==> src/spi_types_pkg.sv <==
/* SPI host data types
   Frame byte, bit counter and port engine states shared by all blocks */
`default_nettype none

package spi_types_pkg;

    // One serial frame, always a full byte
    typedef logic [7:0] spi_byte_t;

    // Bit index 0..7 plus the terminal count
    typedef logic [3:0] bit_count_t;

    // Number of bits in one frame, also the terminal bit count
    localparam bit_count_t FRAME_BITS = 4'd8;

    // Port engine FSM
    typedef enum logic [1:0] {
        LANE_IDLE   = 2'd0,  // Waiting for a start pulse
        LANE_SELECT = 2'd1,  // Chip select goes active, MSB on mosi
        LANE_SHIFT  = 2'd2,  // Eight serial clock periods
        LANE_FINISH = 2'd3   // Chip select released, back to idle
    } lane_state_t;

endpackage

`default_nettype wire

==> src/spi_map_pkg.sv <==
/* SPI host port mapping
   Port number type and the default port count and serial clock divider */
`default_nettype none

package spi_map_pkg;

    // Port number, room for up to four ports
    typedef logic [1:0] lane_sel_t;

    localparam int DEFAULT_NUM_LANES = 4;

    // System clocks per serial clock period, even and at least 2
    localparam int DEFAULT_CLK_DIV = 4;

endpackage

`default_nettype wire

==> src/spi_cmd_dispatch.sv <==
/* SPI command dispatcher
   Accepts a byte command for a free port and starts that port's engine */
`default_nettype none

module spi_cmd_dispatch #(
    parameter int NUM_LANES = spi_map_pkg::DEFAULT_NUM_LANES
) (
    input  wire                             clk,
    input  wire                             rst,
    input  wire                             cmd_start,
    input  wire spi_map_pkg::lane_sel_t     cmd_lane,
    input  wire spi_types_pkg::spi_byte_t   cmd_data,
    input  wire [NUM_LANES-1:0]             lane_busy,
    output logic [NUM_LANES-1:0]            lane_start,
    output spi_types_pkg::spi_byte_t        lane_data,
    output logic                            cmd_reject
);

    logic [NUM_LANES-1:0] target_onehot;
    logic                 target_free;

    // Out of range port numbers decode to no port and get rejected
    assign target_onehot = (int'(cmd_lane) < NUM_LANES) ?
                           (NUM_LANES'(1) << cmd_lane) : '0;

    // A start issued last cycle counts as busy until the engine raises busy
    assign target_free = |(target_onehot & ~(lane_busy | lane_start));

    always_ff @(posedge clk or posedge rst) begin
        if (rst) begin
            lane_start <= '0;
            cmd_reject <= 1'b0;
        end else begin
            lane_start <= '0;  // Pulses last one cycle
            cmd_reject <= 1'b0;
            if (cmd_start) begin
                if (target_free) begin
                    lane_start <= target_onehot;
                end else begin
                    cmd_reject <= 1'b1;  // Port busy, command dropped
                end
            end
        end
    end

    // Byte travels alongside the start pulse, shared by all engines
    always_ff @(posedge clk) begin
        if (cmd_start && target_free) begin
            lane_data <= cmd_data;
        end
    end

endmodule

`default_nettype wire

==> src/spi_lane.sv <==
/* SPI mode 0 port engine
   Drives sclk, mosi and cs_n for one byte, MSB first, and captures miso */
`default_nettype none

module spi_lane #(
    parameter int CLK_DIV = spi_map_pkg::DEFAULT_CLK_DIV
) (
    input  wire                             clk,
    input  wire                             rst,
    input  wire                             start,
    input  wire spi_types_pkg::spi_byte_t   tx_data,
    input  wire                             miso,
    output logic                            sclk,
    output logic                            mosi,
    output logic                            cs_n,
    output logic                            busy,
    output logic                            done,
    output spi_types_pkg::spi_byte_t        rx_data
);

    import spi_types_pkg::*;

    localparam int DIV_W = $clog2(CLK_DIV);
    localparam logic [DIV_W-1:0] DIV_MID = DIV_W'(CLK_DIV / 2 - 1);  // sclk rises here
    localparam logic [DIV_W-1:0] DIV_END = DIV_W'(CLK_DIV - 1);      // sclk falls here

    lane_state_t      state;
    logic [DIV_W-1:0] div_cnt;
    bit_count_t       bit_cnt;
    spi_byte_t        tx_shift;
    spi_byte_t        rx_shift;

    logic             accept;
    logic             at_mid;
    logic             at_end;
    logic             last_bit;

    assign accept   = (state == LANE_IDLE) && start;
    assign at_mid   = (state == LANE_SHIFT) && (div_cnt == DIV_MID);
    assign at_end   = (state == LANE_SHIFT) && (div_cnt == DIV_END);
    assign last_bit = (bit_cnt == bit_count_t'(FRAME_BITS - 4'd1));

    always_ff @(posedge clk or posedge rst) begin
        if (rst) begin
            state   <= LANE_IDLE;
            div_cnt <= '0;
            bit_cnt <= '0;
            sclk    <= 1'b0;
            mosi    <= 1'b0;
            cs_n    <= 1'b1;
            busy    <= 1'b0;
            done    <= 1'b0;
        end else begin
            done <= 1'b0;
            case (state)
                LANE_IDLE: begin
                    if (start) begin
                        busy  <= 1'b1;
                        state <= LANE_SELECT;
                    end
                end
                LANE_SELECT: begin
                    cs_n    <= 1'b0;
                    mosi    <= tx_shift[7];  // First bit ahead of the first rise
                    div_cnt <= '0;
                    bit_cnt <= '0;
                    state   <= LANE_SHIFT;
                end
                LANE_SHIFT: begin
                    div_cnt <= div_cnt + 1'b1;
                    if (at_mid) begin
                        sclk <= 1'b1;
                    end
                    if (at_end) begin
                        div_cnt <= '0;
                        sclk    <= 1'b0;
                        bit_cnt <= bit_cnt + 1'b1;  // Ends at the terminal count
                        if (last_bit) begin
                            // Frame complete, release the slave
                            cs_n  <= 1'b1;
                            mosi  <= 1'b0;
                            busy  <= 1'b0;
                            done  <= 1'b1;
                            state <= LANE_FINISH;
                        end else begin
                            mosi <= tx_shift[6];  // Next bit on the falling edge
                        end
                    end
                end
                LANE_FINISH: begin
                    state <= LANE_IDLE;
                end
                default: state <= LANE_IDLE;
            endcase
        end
    end

    // Shift registers and received byte
    always_ff @(posedge clk) begin
        if (accept) begin
            tx_shift <= tx_data;
        end else if (at_end) begin
            tx_shift <= {tx_shift[6:0], 1'b0};
        end

        if (at_mid) begin
            rx_shift <= {rx_shift[6:0], miso};  // Sample on the rising edge
        end

        if (at_end && last_bit) begin
            rx_data <= rx_shift;
        end
    end

endmodule

`default_nettype wire

==> src/spi_rx_collect.sv <==
/* SPI receive collector
   Reports each finished transfer and keeps the last byte of every port */
`default_nettype none

module spi_rx_collect #(
    parameter int NUM_LANES = spi_map_pkg::DEFAULT_NUM_LANES
) (
    input  wire                                         clk,
    input  wire                                         rst,
    input  wire [NUM_LANES-1:0]                         lane_done,
    input  wire spi_types_pkg::spi_byte_t [NUM_LANES-1:0] lane_rx,
    input  wire spi_map_pkg::lane_sel_t                 rd_lane,
    output logic                                        done,
    output spi_map_pkg::lane_sel_t                      done_lane,
    output spi_types_pkg::spi_byte_t                    done_data,
    output spi_types_pkg::spi_byte_t                    rd_data
);

    import spi_types_pkg::*;
    import spi_map_pkg::*;

    logic      any_done;
    lane_sel_t done_sel;
    spi_byte_t done_byte;
    spi_byte_t shadow [NUM_LANES];

    // At most one engine finishes per cycle, so a plain encoder is enough
    always_comb begin
        any_done  = |lane_done;
        done_sel  = '0;
        done_byte = '0;
        for (int i = 0; i < NUM_LANES; i++) begin
            if (lane_done[i]) begin
                done_sel  = lane_sel_t'(i);
                done_byte = lane_rx[i];
            end
        end
    end

    always_ff @(posedge clk or posedge rst) begin
        if (rst) begin
            done <= 1'b0;
            for (int i = 0; i < NUM_LANES; i++) begin
                shadow[i] <= '0;
            end
        end else begin
            done <= any_done;
            if (any_done) begin
                shadow[done_sel] <= done_byte;
            end
        end
    end

    // Report fields, valid while done is high
    always_ff @(posedge clk) begin
        if (any_done) begin
            done_lane <= done_sel;
            done_data <= done_byte;
        end
    end

    assign rd_data = (int'(rd_lane) < NUM_LANES) ? shadow[rd_lane] : '0;  // Unused ports read 0

endmodule

`default_nettype wire

==> src/spi_multi_host.sv <==
/* Multi-port SPI host top level
   Dispatcher, one mode 0 engine per port, and the receive collector */
`default_nettype none

module spi_multi_host #(
    parameter int NUM_LANES = spi_map_pkg::DEFAULT_NUM_LANES,
    parameter int CLK_DIV   = spi_map_pkg::DEFAULT_CLK_DIV
) (
    input  wire                             clk,
    input  wire                             rst,
    input  wire                             cmd_start,
    input  wire spi_map_pkg::lane_sel_t     cmd_lane,
    input  wire spi_types_pkg::spi_byte_t   cmd_data,
    input  wire spi_map_pkg::lane_sel_t     rd_lane,
    input  wire [NUM_LANES-1:0]             miso,
    output wire                             cmd_reject,
    output wire [NUM_LANES-1:0]             lane_busy,
    output wire [NUM_LANES-1:0]             sclk,
    output wire [NUM_LANES-1:0]             mosi,
    output wire [NUM_LANES-1:0]             cs_n,
    output wire                             done,
    output wire spi_map_pkg::lane_sel_t     done_lane,
    output wire spi_types_pkg::spi_byte_t   done_data,
    output wire spi_types_pkg::spi_byte_t   rd_data
);

    import spi_types_pkg::*;

    wire [NUM_LANES-1:0]            lane_start;
    wire spi_byte_t                 lane_data;   // Shared by all engines
    wire [NUM_LANES-1:0]            lane_done;
    wire spi_byte_t [NUM_LANES-1:0] lane_rx;

    spi_cmd_dispatch #(
        .NUM_LANES (NUM_LANES)
    ) u_dispatch (
        .clk        (clk),
        .rst        (rst),
        .cmd_start  (cmd_start),
        .cmd_lane   (cmd_lane),
        .cmd_data   (cmd_data),
        .lane_busy  (lane_busy),
        .lane_start (lane_start),
        .lane_data  (lane_data),
        .cmd_reject (cmd_reject)
    );

    for (genvar i = 0; i < NUM_LANES; i++) begin : g_lane
        spi_lane #(
            .CLK_DIV (CLK_DIV)
        ) u_lane (
            .clk     (clk),
            .rst     (rst),
            .start   (lane_start[i]),
            .tx_data (lane_data),
            .miso    (miso[i]),
            .sclk    (sclk[i]),
            .mosi    (mosi[i]),
            .cs_n    (cs_n[i]),
            .busy    (lane_busy[i]),
            .done    (lane_done[i]),
            .rx_data (lane_rx[i])
        );
    end

    spi_rx_collect #(
        .NUM_LANES (NUM_LANES)
    ) u_collect (
        .clk       (clk),
        .rst       (rst),
        .lane_done (lane_done),
        .lane_rx   (lane_rx),
        .rd_lane   (rd_lane),
        .done      (done),
        .done_lane (done_lane),
        .done_data (done_data),
        .rd_data   (rd_data)
    );

endmodule

`default_nettype wire

==> config.mk <==
export PLATFORM = sky130hd
export DESIGN_NAME = spi_multi_host
export DESIGN_NICKNAME = d
export VERILOG_FILES = /design/src/spi_types_pkg.sv /design/src/spi_map_pkg.sv /design/src/spi_cmd_dispatch.sv /design/src/spi_lane.sv /design/src/spi_rx_collect.sv /design/src/spi_multi_host.sv
export SDC_FILE = /design/constraint.sdc
export NUM_CORES = 1
export LEC_CHECK = 0
export BUFFER_PORTS_ARGS = -buffer_cell sky130_fd_sc_hd__buf_2
export CORE_UTILIZATION = 43
export DETAILED_ROUTE_END_ITERATION = 10
export SYNTH_ARGS = -nofsm -noshare
export SYNTH_HDL_FRONTEND = slang
export SYNTH_SLANG_ARGS = --single-unit
export TNS_END_PERCENT = 5
==> constraint.sdc <==
create_clock -name clk -period 2.7 [get_ports clk]
set_input_delay 0.27 -clock clk [delete_from_list [all_inputs] [get_ports clk]]
set_output_delay 0.27 -clock clk [all_outputs]
set_load 0.01 [all_outputs]
==> results.yml, run 1 <==
status:
  status: "finished clean"
clocking:
  cts.sinks: 204
  root_buffer: "clkbuf_16"
  cts_buffers: 23
  cts_buffer_depth: 3
  htree_levels: 1
  clk_pin_slew_worst_paths_ns: 0.06
  cts_tree: "done"
  clock_latency_ns: 0.50
final_layout:
  n_antenna_cell: 0
  nNetsFinal: 697
  final_core_util_pct: 51.3
  stdcell_area_mm2: 0.00976
  drive_above_1_share_pct: 22.1
  syn_to_final_growth_pct: 15.3
die:
  core_mm2: 0.0190
  ioPinCount: 55
  row_count: 50
  initial_core_util_pct: 44.5
  die_area_mm2: 0.0202
  die_y_um: 142
  die-width_um: 142
route:
  wl_per_cell_um: 17.5
  ant_nets: 0
  drc: 0
  drt_iter0_drc: 367
  dr_total_vias: 4858
  dr.pass1.iters: 4
  drt_wl_total_mm: 16.3
  vias_per_cell: 5.21
critical_path:
  reg2reg_from: "g_lane[1].u_lane.state[0]"
  cp_data_arrival_time_ns: 2.14
  cp_data_required_time_ns: 2.83
  endpoint_kind: "flip-flop"
  setup.worst_path.class: "reg2reg"
  crit_fanout: 14
  critPathLaunch: "g_lane[1].u_lane.state[0]"
  start_kind: "flip-flop"
flow_run:
  drv_cap: 0
sta:
  fin_ws_ns: 0.684
  period_needed_ns: 2.02
  slew-limit-headroom_pct: 43.7
  setup-violations-final: 0
  max_clock_freq_ghz: 0.496
  worst_pin_slew_ns: 0.845
  finalSetupTns_ns: 0
  hold_violations: 0
  slew_viol_final: 0
  rsz0062_at_grt: "false"
  skew_ns: 0.0113
  min_period_over_period_pct: 74.7
logic_synthesis:
  syn_area_mm2: 0.00846
  yosys.area.top_type: "edfxtp_1"
  syn_avg_cell_area_um2: 14.3
  synth_fp_nets: 632
  yosys-top-cells-area: "edfxtp_1, dfrtp_1, mux2_2"
  ys.flop_type: "edfxtp_1"
  synth_edf_count: 114
  synth_top_area_share_pct: 40.5
  synth.top_cells.by_count: "edfxtp_1, dfrtp_1, nand2_1"
  yosys.cell_types.count: 50
  synth-seq-cells: 204
  yosys.cell_count.top_type: "edfxtp_1"
  yosysWarningCount: 0
  seq_area_frac_synth_pct: 67.1
  syn_inst: 592
  ys_async_sr_fraction_pct: 44.1
global_routing:
  grt_pass1_wl_mm: 26.5
  grt_pass1_vias: 4960
  grt_overflow: 0
  antenna_found_initial: 0
  grt_max_degree: 47
  grt_usage_pct: 16.9
place:
  hpwl_mm: 11.5
  place_congestion: 0.844
  io_buffers: 54
  place_ws_ns: 0.665
  placed_area_mm2: 0.00891
pwr:
  power_density_mw_per_mm2: 827
  vdd_drop_max_mv: 0.489
  total_power_mw: 8.07
  power.leakage_nw: 4.01
hold_path:
  min-delay-start: "cmd_lane[0]"
  min-delay-path-class: "in2reg"
report_power, final:
| group | internal, mW | switching, mW |
|---|---|---|
| clock network | 1.78 | 1.16 |
| logic | 0.507 | 0.900 |
| registers | 3.59 | 0.143 |
cell usage in the layout (no fill, tap or decap), drive strengths merged, types with 11 or more instances in the layout:
master / n
dlygate4sd3: 13
edfxtp: 114
buf: 59
nor2: 11
mux2: 44
o21ai: 26
inv: 41
nand2: 55
dfrtp: 86
clkbuf: 35
ha: 21
final timing paths:
| check | endpoint | slack [ns] | depth (start not counted) |
|---|---|---|---|
| min in group asynchronous | u_dispatch.cmd_reject | 0.45 | 3 |
| max in group asynchronous | g_lane[0].u_lane.cs_n | 1.47 | 4 |
| hold / removal | u_dispatch.lane_start[0] | 0.05 | 2 |
| setup / recovery | g_lane[1].u_lane.rx_data[3] | 0.68 | 4 |
| hold reg to reg | g_lane[3].u_lane.rx_data[7] | 0.41 | 0 |
| setup reg to reg | g_lane[1].u_lane.rx_data[3] | 0.68 | 4 |
metal layers:
layer	up-vias	wire length (um)	share of wire [%]	GRT usage (%)
met1	2423	7280	45	22.6
li1	2294	-	-	-
met4	0	317	1.9	4.75
met2	117	7950	49	28.2
met5	-	0	0	0
met3	24	740	4.5	2.89
timing repair:
action,CTS,global route
setup buffers,0,0
resized for setup,0,0
hold endpoints to repair,55,0
hold buffers,13,0
sequential cells by signal (all words and copies together), names as in the netlist, 2 cells and up:
register                flops
g_lane.u_lane.done          4
g_lane.u_lane.cs_n          4
g_lane.u_lane.tx_shift     32
g_lane.u_lane.busy          4
u_dispatch.lane_data        8
u_collect.shadow           32
g_lane.u_lane.mosi          4
g_lane.u_lane.div_cnt       8
g_lane.u_lane.rx_data      32
g_lane.u_lane.rx_shift     32
u_collect.done_lane         2
u_dispatch.lane_start       4
u_collect.done_data         8
g_lane.u_lane.sclk          4
g_lane.u_lane.state         8
g_lane.u_lane.bit_cnt      16
critical path, stage by stage (launching register included):
cell	delay, ns
dfrtp_1	0.38
inv_1	0.09
ha_1	0.42
nand2_1	0.19
nor2_1	0.56
per-stage QoR:
step / std cells / hold WS, ns
6_report: 933 / 0.0503
5_1_grt: 933 / 0.0487
4_1_cts: 933 / 0.0285
3_5_place_dp: 879 / 0.406
3_3_place_gp: 879 / 0.402
2_1_floorplan: 592 / 0.341
cell type report:
class | count | area [um^2]
fill | 1653 | 9260
sequential | 204 | 5680
multi-input combinational | 314 | 2430
clock buffer | 35 | 662
timing repair buffer | 72 | 450
tap | 260 | 325
inverter | 42 | 159
clock inverter | 6 | 51.3
kinds of logic (layout without fill, tap and decap cells):
logic type | count (synthesis) | count (layout) | share of synthesized area, %
flip-flops | 204 | 204 | 67.1
multiplexers | 62 | 62 | 9.17
buffers and inverters | 74 | 155 | 4.16
AO/OA/AOI/OAI | 94 | 94 | 7.48
adder cells (fa/ha/maj) | 21 | 21 | 3.11
AND/OR/NAND/NOR | 137 | 137 | 8.95
Note: power is estimated with default switching activity, not from simulation.
==> run 2: changes to the inputs <==
Settings changed: ABC_AREA from default to 1.
Clock period 2.7 ns to 2.1 ns, I/O delays scaled along.
==> run 2 against run 1 <==
  * Sequential power up 35%
  * Worst setup slack worse by 0.32 ns
  * Largest cell class unchanged
  * Clock power is 36% higher
  * Routed wire length down 0.78%
  * Synthesized cell count grew 32%
  * Flip-flop and latch count is the same
  * Power increased by 42%
  * Critical path depth did not move
  * Critical endpoint is now g_lane[3].u_lane.tx_shift[0]
  * Register-to-register slack got worse by 0.32 ns
  * Maximum frequency increased by 16%
  * Cell area is 0.78% higher
  * Die area barely moved
  * Critical path type unchanged
==> results.yml, run 2 <==
sta:
  skew_ns: 0.00573
  finalSetupTns_ns: 0
  rsz0062_at_grt: "false"
  slew_viol_final: 0
  hold_violations: 0
  worst_pin_slew_ns: 0.509
  max_clock_freq_ghz: 0.577
  min_period_over_period_pct: 82.5
  slew-limit-headroom_pct: 66.0
  setup-violations-final: 0
  period_needed_ns: 1.73
critical_path:
  critPathLaunch: "g_lane[3].u_lane.state[0]"
  crit_slowest_cell: "ha_1"
  endpoint_kind: "flip-flop"
  crit_family: "simple AND/OR/NAND/NOR gates"
  cp_data_arrival_time_ns: 1.89
  slowest_delay_ns: 0.40
  path_cells: "inv_1, ha_1, nand2_1, nand2_1"
  crit_fanout: 12
  start_kind: "flip-flop"
  setup.worst_path.class: "reg2reg"
  critPathBufInv: 1
  cp_data_required_time_ns: 2.26
  crit_top_cell: "nand2_1"
  reg2reg_from: "g_lane[3].u_lane.state[0]"
global_routing:
  grt_pass1_wl_mm: 26.1
  grt_overflow: 0
  grt_max_degree: 91
  grt_pass1_vias: 5263
  antenna_found_initial: 0
  grt_usage_pct: 16.5
final_layout:
  n_fill_cell: 1723
  multi_input_comb_area_mm2: 0.00228
  regArea_mm2: 0.00568
  drive_above_1_share_pct: 13.5
  nNetsFinal: 892
  stdcell_count: 1128
  n_antenna_cell: 0
  syn_to_final_growth_pct: 16.2
  layout_common_cells: "nand2_1, edfxtp_1, dfrtp_1"
  final_common_cell: "nand2_1"
place:
  hpwl_mm: 11.2
  placedCellCount: 1075
  place_congestion: 0.833
  io_buffers: 54
flow_run:
  drv_cap: 0
logic_synthesis:
  ys.flop_type: "edfxtp_1"
  yosys.cell_count.top_type: "nand2_1"
  synth_edf_count: 114
  yosys.area.top_type: "edfxtp_1"
  syn_inst: 780
  synth-seq-cells: 204
  synth_top_area_share_pct: 40.4
  syn_area_mm2: 0.00846
  syn_avg_cell_area_um2: 10.9
  yosys-top-cells-area: "edfxtp_1, dfrtp_1, nand2_1"
  ys_async_sr_fraction_pct: 44.1
  synth.top_cells.by_count: "nand2_1, edfxtp_1, dfrtp_1"
  yosys.cell_types.count: 30
  yosysWarningCount: 0
  synth_fp_nets: 820
  seq_area_frac_synth_pct: 67.1
route:
  dr_total_vias: 5494
  drc: 0
  route.met2.wl_mm: 7.53
  dr.pass1.iters: 5
  drt-met1-wl_mm: 7.48
  drt_wl_total_mm: 16.2
  drt_iter0_drc: 468
  vias_per_cell: 4.87
  wl_per_cell_um: 14.3
  dr.max_layer_used: "met4"
  wl_met3_um: 749
  ant_nets: 0
clocking:
  cts.sinks: 204
  cts_buffer_depth: 3
  htree_levels: 1
  clock_latency_ns: 0.49
  root_buffer: "clkbuf_16"
  clk_pin_slew_worst_paths_ns: 0.06
  cts_tree: "done"
  cts_buffers: 22
hold_path:
  min-delay-path-class: "in2reg"
  min-delay-start: "cmd_lane[1]"
status:
  status: "finished clean"
die:
  die_area_mm2: 0.0202
  ioPinCount: 55
  row_count: 50
  initial_core_util_pct: 44.5
  die-width_um: 142
  die_y_um: 142
  core_mm2: 0.0190
pwr:
  power_frac_clock_pct: 34.7
  p_comb_share_pct: 21.6
  vdd_drop_max_mv: 0.712
  power_density_mw_per_mm2: 1170
  power.leakage_nw: 4.42
  seq_power_share_pct: 43.7
  switching_share_pct: 29.7
  netSwitchingPower_mw: 3.42
  intPower_mw: 8.08
run 2: changes by cell type in the layout (fill, tap and decap cells not counted), moves of 9 or more:
cell      delta
inv_1       +26
mux2_2      -44
mux2i_1     -10
nand2_1    +167
nand3_1     +17
nand3b_1     -9
nand4_1     +16
nor2_1      +51
nor2b_1     -10
o211ai_1    -10
o21ai_0     +49
run 2: power by group through the flow:
stage                     combinational (mW)  sequential, mW  clock [mW]
after floorplan                         2.06            5.02           0
final                                   2.48            5.02        3.99
after global placement                  2.46            5.09           0
after CTS                               2.52            5.03        4.06
after global routing                    2.88            5.08        4.21
after detailed placement                2.48            5.10           0
run 2: final timing paths:
path	end	slack, ns	cells after the start
min in group asynchronous	g_lane[1].u_lane.bit_cnt[0]	0.40	4
max in group asynchronous	g_lane[2].u_lane.cs_n	1.28	4
hold reg to reg	g_lane[3].u_lane.rx_data[7]	0.42	0
hold / removal	u_dispatch.lane_start[2]	0.03	3
setup / recovery	g_lane[3].u_lane.tx_shift[0]	0.37	4
setup reg to reg	g_lane[3].u_lane.tx_shift[0]	0.37	4
run 2: cell type report:
cell class                 count  share of cell area, %
clock buffer                  26                   5.97
clock inverter                14                   1.69
inverter                      70                   2.93
multi-input combinational    474                   23.1
sequential                   204                   57.8
tap                          260                   3.31
timing repair buffer          80                   5.19
run 2: what timing repair did:
action                    in CTS  in global routing
resized for setup              0                  0
hold endpoints to repair      98                  0
setup buffers                  0                  0
hold buffers                  13                  0
run 2: through the flow:
| stage | util (%) | hold WS [ns] | area, um^2 | worst slack [ns] | total power, mW |
|---|---|---|---|---|---|
| 2_1_floorplan | - | 0.309 | 8470 | 0.439 | 7.08 |
| 3_3_place_gp | 47.1 | 0.387 | 8950 | 0.407 | 7.56 |
| 3_5_place_dp | 47.1 | 0.388 | 8950 | 0.345 | 7.58 |
| 4_1_cts | 51.7 | 0.0155 | 9830 | 0.335 | 11.6 |
| 5_1_grt | 51.7 | 0.0341 | 9830 | 0.104 | 12.2 |
| 6_report | 51.7 | 0.0290 | 9830 | 0.367 | 11.5 |
run 2: kinds of logic after synthesis:
family,synth area share [%]
AND/OR/NAND/NOR,16.6
flip-flops,67.1
AO/OA/AOI/OAI,7.10
buffers and inverters,6.00
adder cells (fa/ha/maj),3.10
XOR/XNOR,0.103
run 2: routing by layer:
metal	up-vias	global-route usage [%]
li1	2745	-
met1	2587	22.6
met2	134	27.0
met3	28	2.49
met4	0	5.21
met5	-	0
run 2: worst min-delay path, cell delays in order:
cell and delay (ns):
buf_2 0.12, nand3_1 0.10, nor2_1 0.06
==> run 3: changes to the inputs <==
Clock period 2.1 ns to 1.75 ns, I/O delays scaled along.
==> run 3 against run 2 <==
  * Count of clock-buffer cells in the layout did not move
  * Power rose by 23%
  * Core utilization rose by 0.88 points
  * Worst hold slack improved by 0.29 ns
  * Combinational power rose by 24%
  * Non-clock buffer count rose by 14
  * Largest power group unchanged
  * Highest routed layer unchanged
==> results.yml, run 3 (synthesis gave the netlist of run 2 again) <==
final_layout:
  final_common_cell: "nand2_1"
  n_antenna_cell: 0
  nNetsFinal: 907
  n_fill_cell: 1738
  drive_above_1_share_pct: 14.9
  layout_common_cells: "nand2_1, edfxtp_1, dfrtp_1"
  syn_to_final_growth_pct: 18.2
  stdcell_count: 1144
route:
  drt_iter0_drc: 401
  drt_wl_total_mm: 16.8
  dr.pass1.iters: 7
  dr_total_vias: 5592
  vias_per_cell: 4.89
  route.met2.wl_mm: 7.80
  ant_nets: 0
  drc: 0
  dr.max_layer_used: "met4"
  wl_met3_um: 839
  drt-met1-wl_mm: 7.89
  wl_per_cell_um: 14.7
pwr:
  power_density_mw_per_mm2: 1420
  vdd_drop_max_mv: 0.726
  power.leakage_nw: 4.51
critical_path:
  cp_data_required_time_ns: 1.96
  setup.worst_path.class: "reg2reg"
  start_kind: "flip-flop"
  crit_fanout: 8
  path_cells: "inv_1, ha_1, nand2_1, nor2_1, buf_4"
  cp_data_arrival_time_ns: 1.77
  crit_slowest_cell: "dfrtp_1"
  slowest_delay_ns: 0.37
  endpoint_kind: "flip-flop"
  reg2reg_depth: 5
die:
  initial_core_util_pct: 44.5
  die_area_mm2: 0.0202
  die_y_um: 142
  die-width_um: 142
  ioPinCount: 55
  row_count: 50
  core_mm2: 0.0190
clocking:
  htree_levels: 1
  cts_setup_buffers: 0
  cts_buffer_depth: 3
  cts_buffers: 23
  root_buffer: "clkbuf_16"
  clock_latency_ns: 0.50
  postCtsResizedCells: 0
  cts_tree: "done"
  cts.sinks: 204
  clk_pin_slew_worst_paths_ns: 0.06
status:
  status: "finished clean"
sta:
  setup-violations-final: 0
  rsz0062_at_grt: "false"
  hold_violations: 0
  whs_ns: 0.314
  max_clock_freq_ghz: 0.643
  period_needed_ns: 1.56
  skew_ns: 0.0111
  min_period_over_period_pct: 88.9
  worst_pin_slew_ns: 0.537
  slew-limit-headroom_pct: 64.2
  finalSetupTns_ns: 0
  slew_viol_final: 0
flow_run:
  drv_cap: 0
global_routing:
  grt_max_degree: 91
  grt_pass1_wl_mm: 27.8
  grt_pass1_vias: 5479
  grt_overflow: 0
  antenna_found_initial: 0
  grt_usage_pct: 17.5
place:
  hpwl_mm: 11.6
  io_buffers: 54
  place_congestion: 0.827
  placedCellCount: 1085
hold_path:
  min-delay-path-class: "in2async"
-- run 3: cell count changes in the layout (fill, tap and decap cells not counted), sizes merged --
cell         previous run  this run
clkinvlp                2         1
inv                    68        70
buf                    67        77
bufinv                  5         6
dlygate4sd3            13        17
-- run 3: report_power, final --
group | switching [mW] | internal [mW] | total (mW)
clock network | 1.89 | 3.19 | 5.08
logic | 1.98 | 1.10 | 3.08
registers | 0.325 | 5.70 | 6.03
total | 4.20 | 10.0 | 14.2
-- run 3: per-stage QoR --
step	worst slack, ns	power [mW]	area (um^2)	utilization [%]
final	0.194	14.2	10000	52.6
after CTS	0.184	14.4	10000	52.6
after global placement	0.209	9.14	9020	47.5
after detailed placement	0.192	9.19	9020	47.5
after global routing	0.0629	15.1	10000	52.6
after floorplan	0.0890	8.49	8470	-
-- run 3: cell type report --
class | count | area [um^2] | share of cell area [%]
clock buffers | 26 | 597 | 5.97
clock inverters | 16 | 209 | 2.09
inverters | 70 | 288 | 2.88
multi-input cells | 474 | 2280 | 22.8
flip-flops and latches | 204 | 5680 | 56.8
well taps | 260 | 325 | 3.25
repair buffers | 94 | 626 | 6.26
-- run 3: repair_timing --
item / CTS / global route
endpoints found under the hold margin: 102 / 0
endpoints found under the setup margin: 0 / 0
hold buffers: 17 / 0
-- run 3: path summary, 6_finish.rpt --
path,from,to,slack [ns]
setup / recovery,g_lane[3].u_lane.state[0],g_lane[3].u_lane.rx_data[1],0.19
hold / removal,rst,g_lane[1].u_lane.bit_cnt[2],0.31
setup reg to reg,g_lane[3].u_lane.state[0],g_lane[3].u_lane.rx_data[1],0.19
hold reg to reg,g_lane[1].u_lane.rx_shift[7],g_lane[1].u_lane.rx_data[7],0.42
max in group asynchronous,rst,g_lane[0].u_lane.cs_n,0.98
min in group clk,cmd_data[2],u_dispatch.lane_data[2],0.38
-- run 3: routing by layer --
metal  vias up  GRT usage, %
met3        17          3.26
met1      2641          24.4
li1       2789             -
met5         -             0
met4         0          4.98
met2       145          28.2
-- run 3: worst max-delay path: cells and delay by family (launching register included) --
| family | cells | cell delay, ns |
|---|---|---|
| buf+inv | 2 | 0.28 |
| flops | 1 | 0.37 |
| simple gates | 2 | 0.31 |
| fa+ha+maj | 1 | 0.31 |
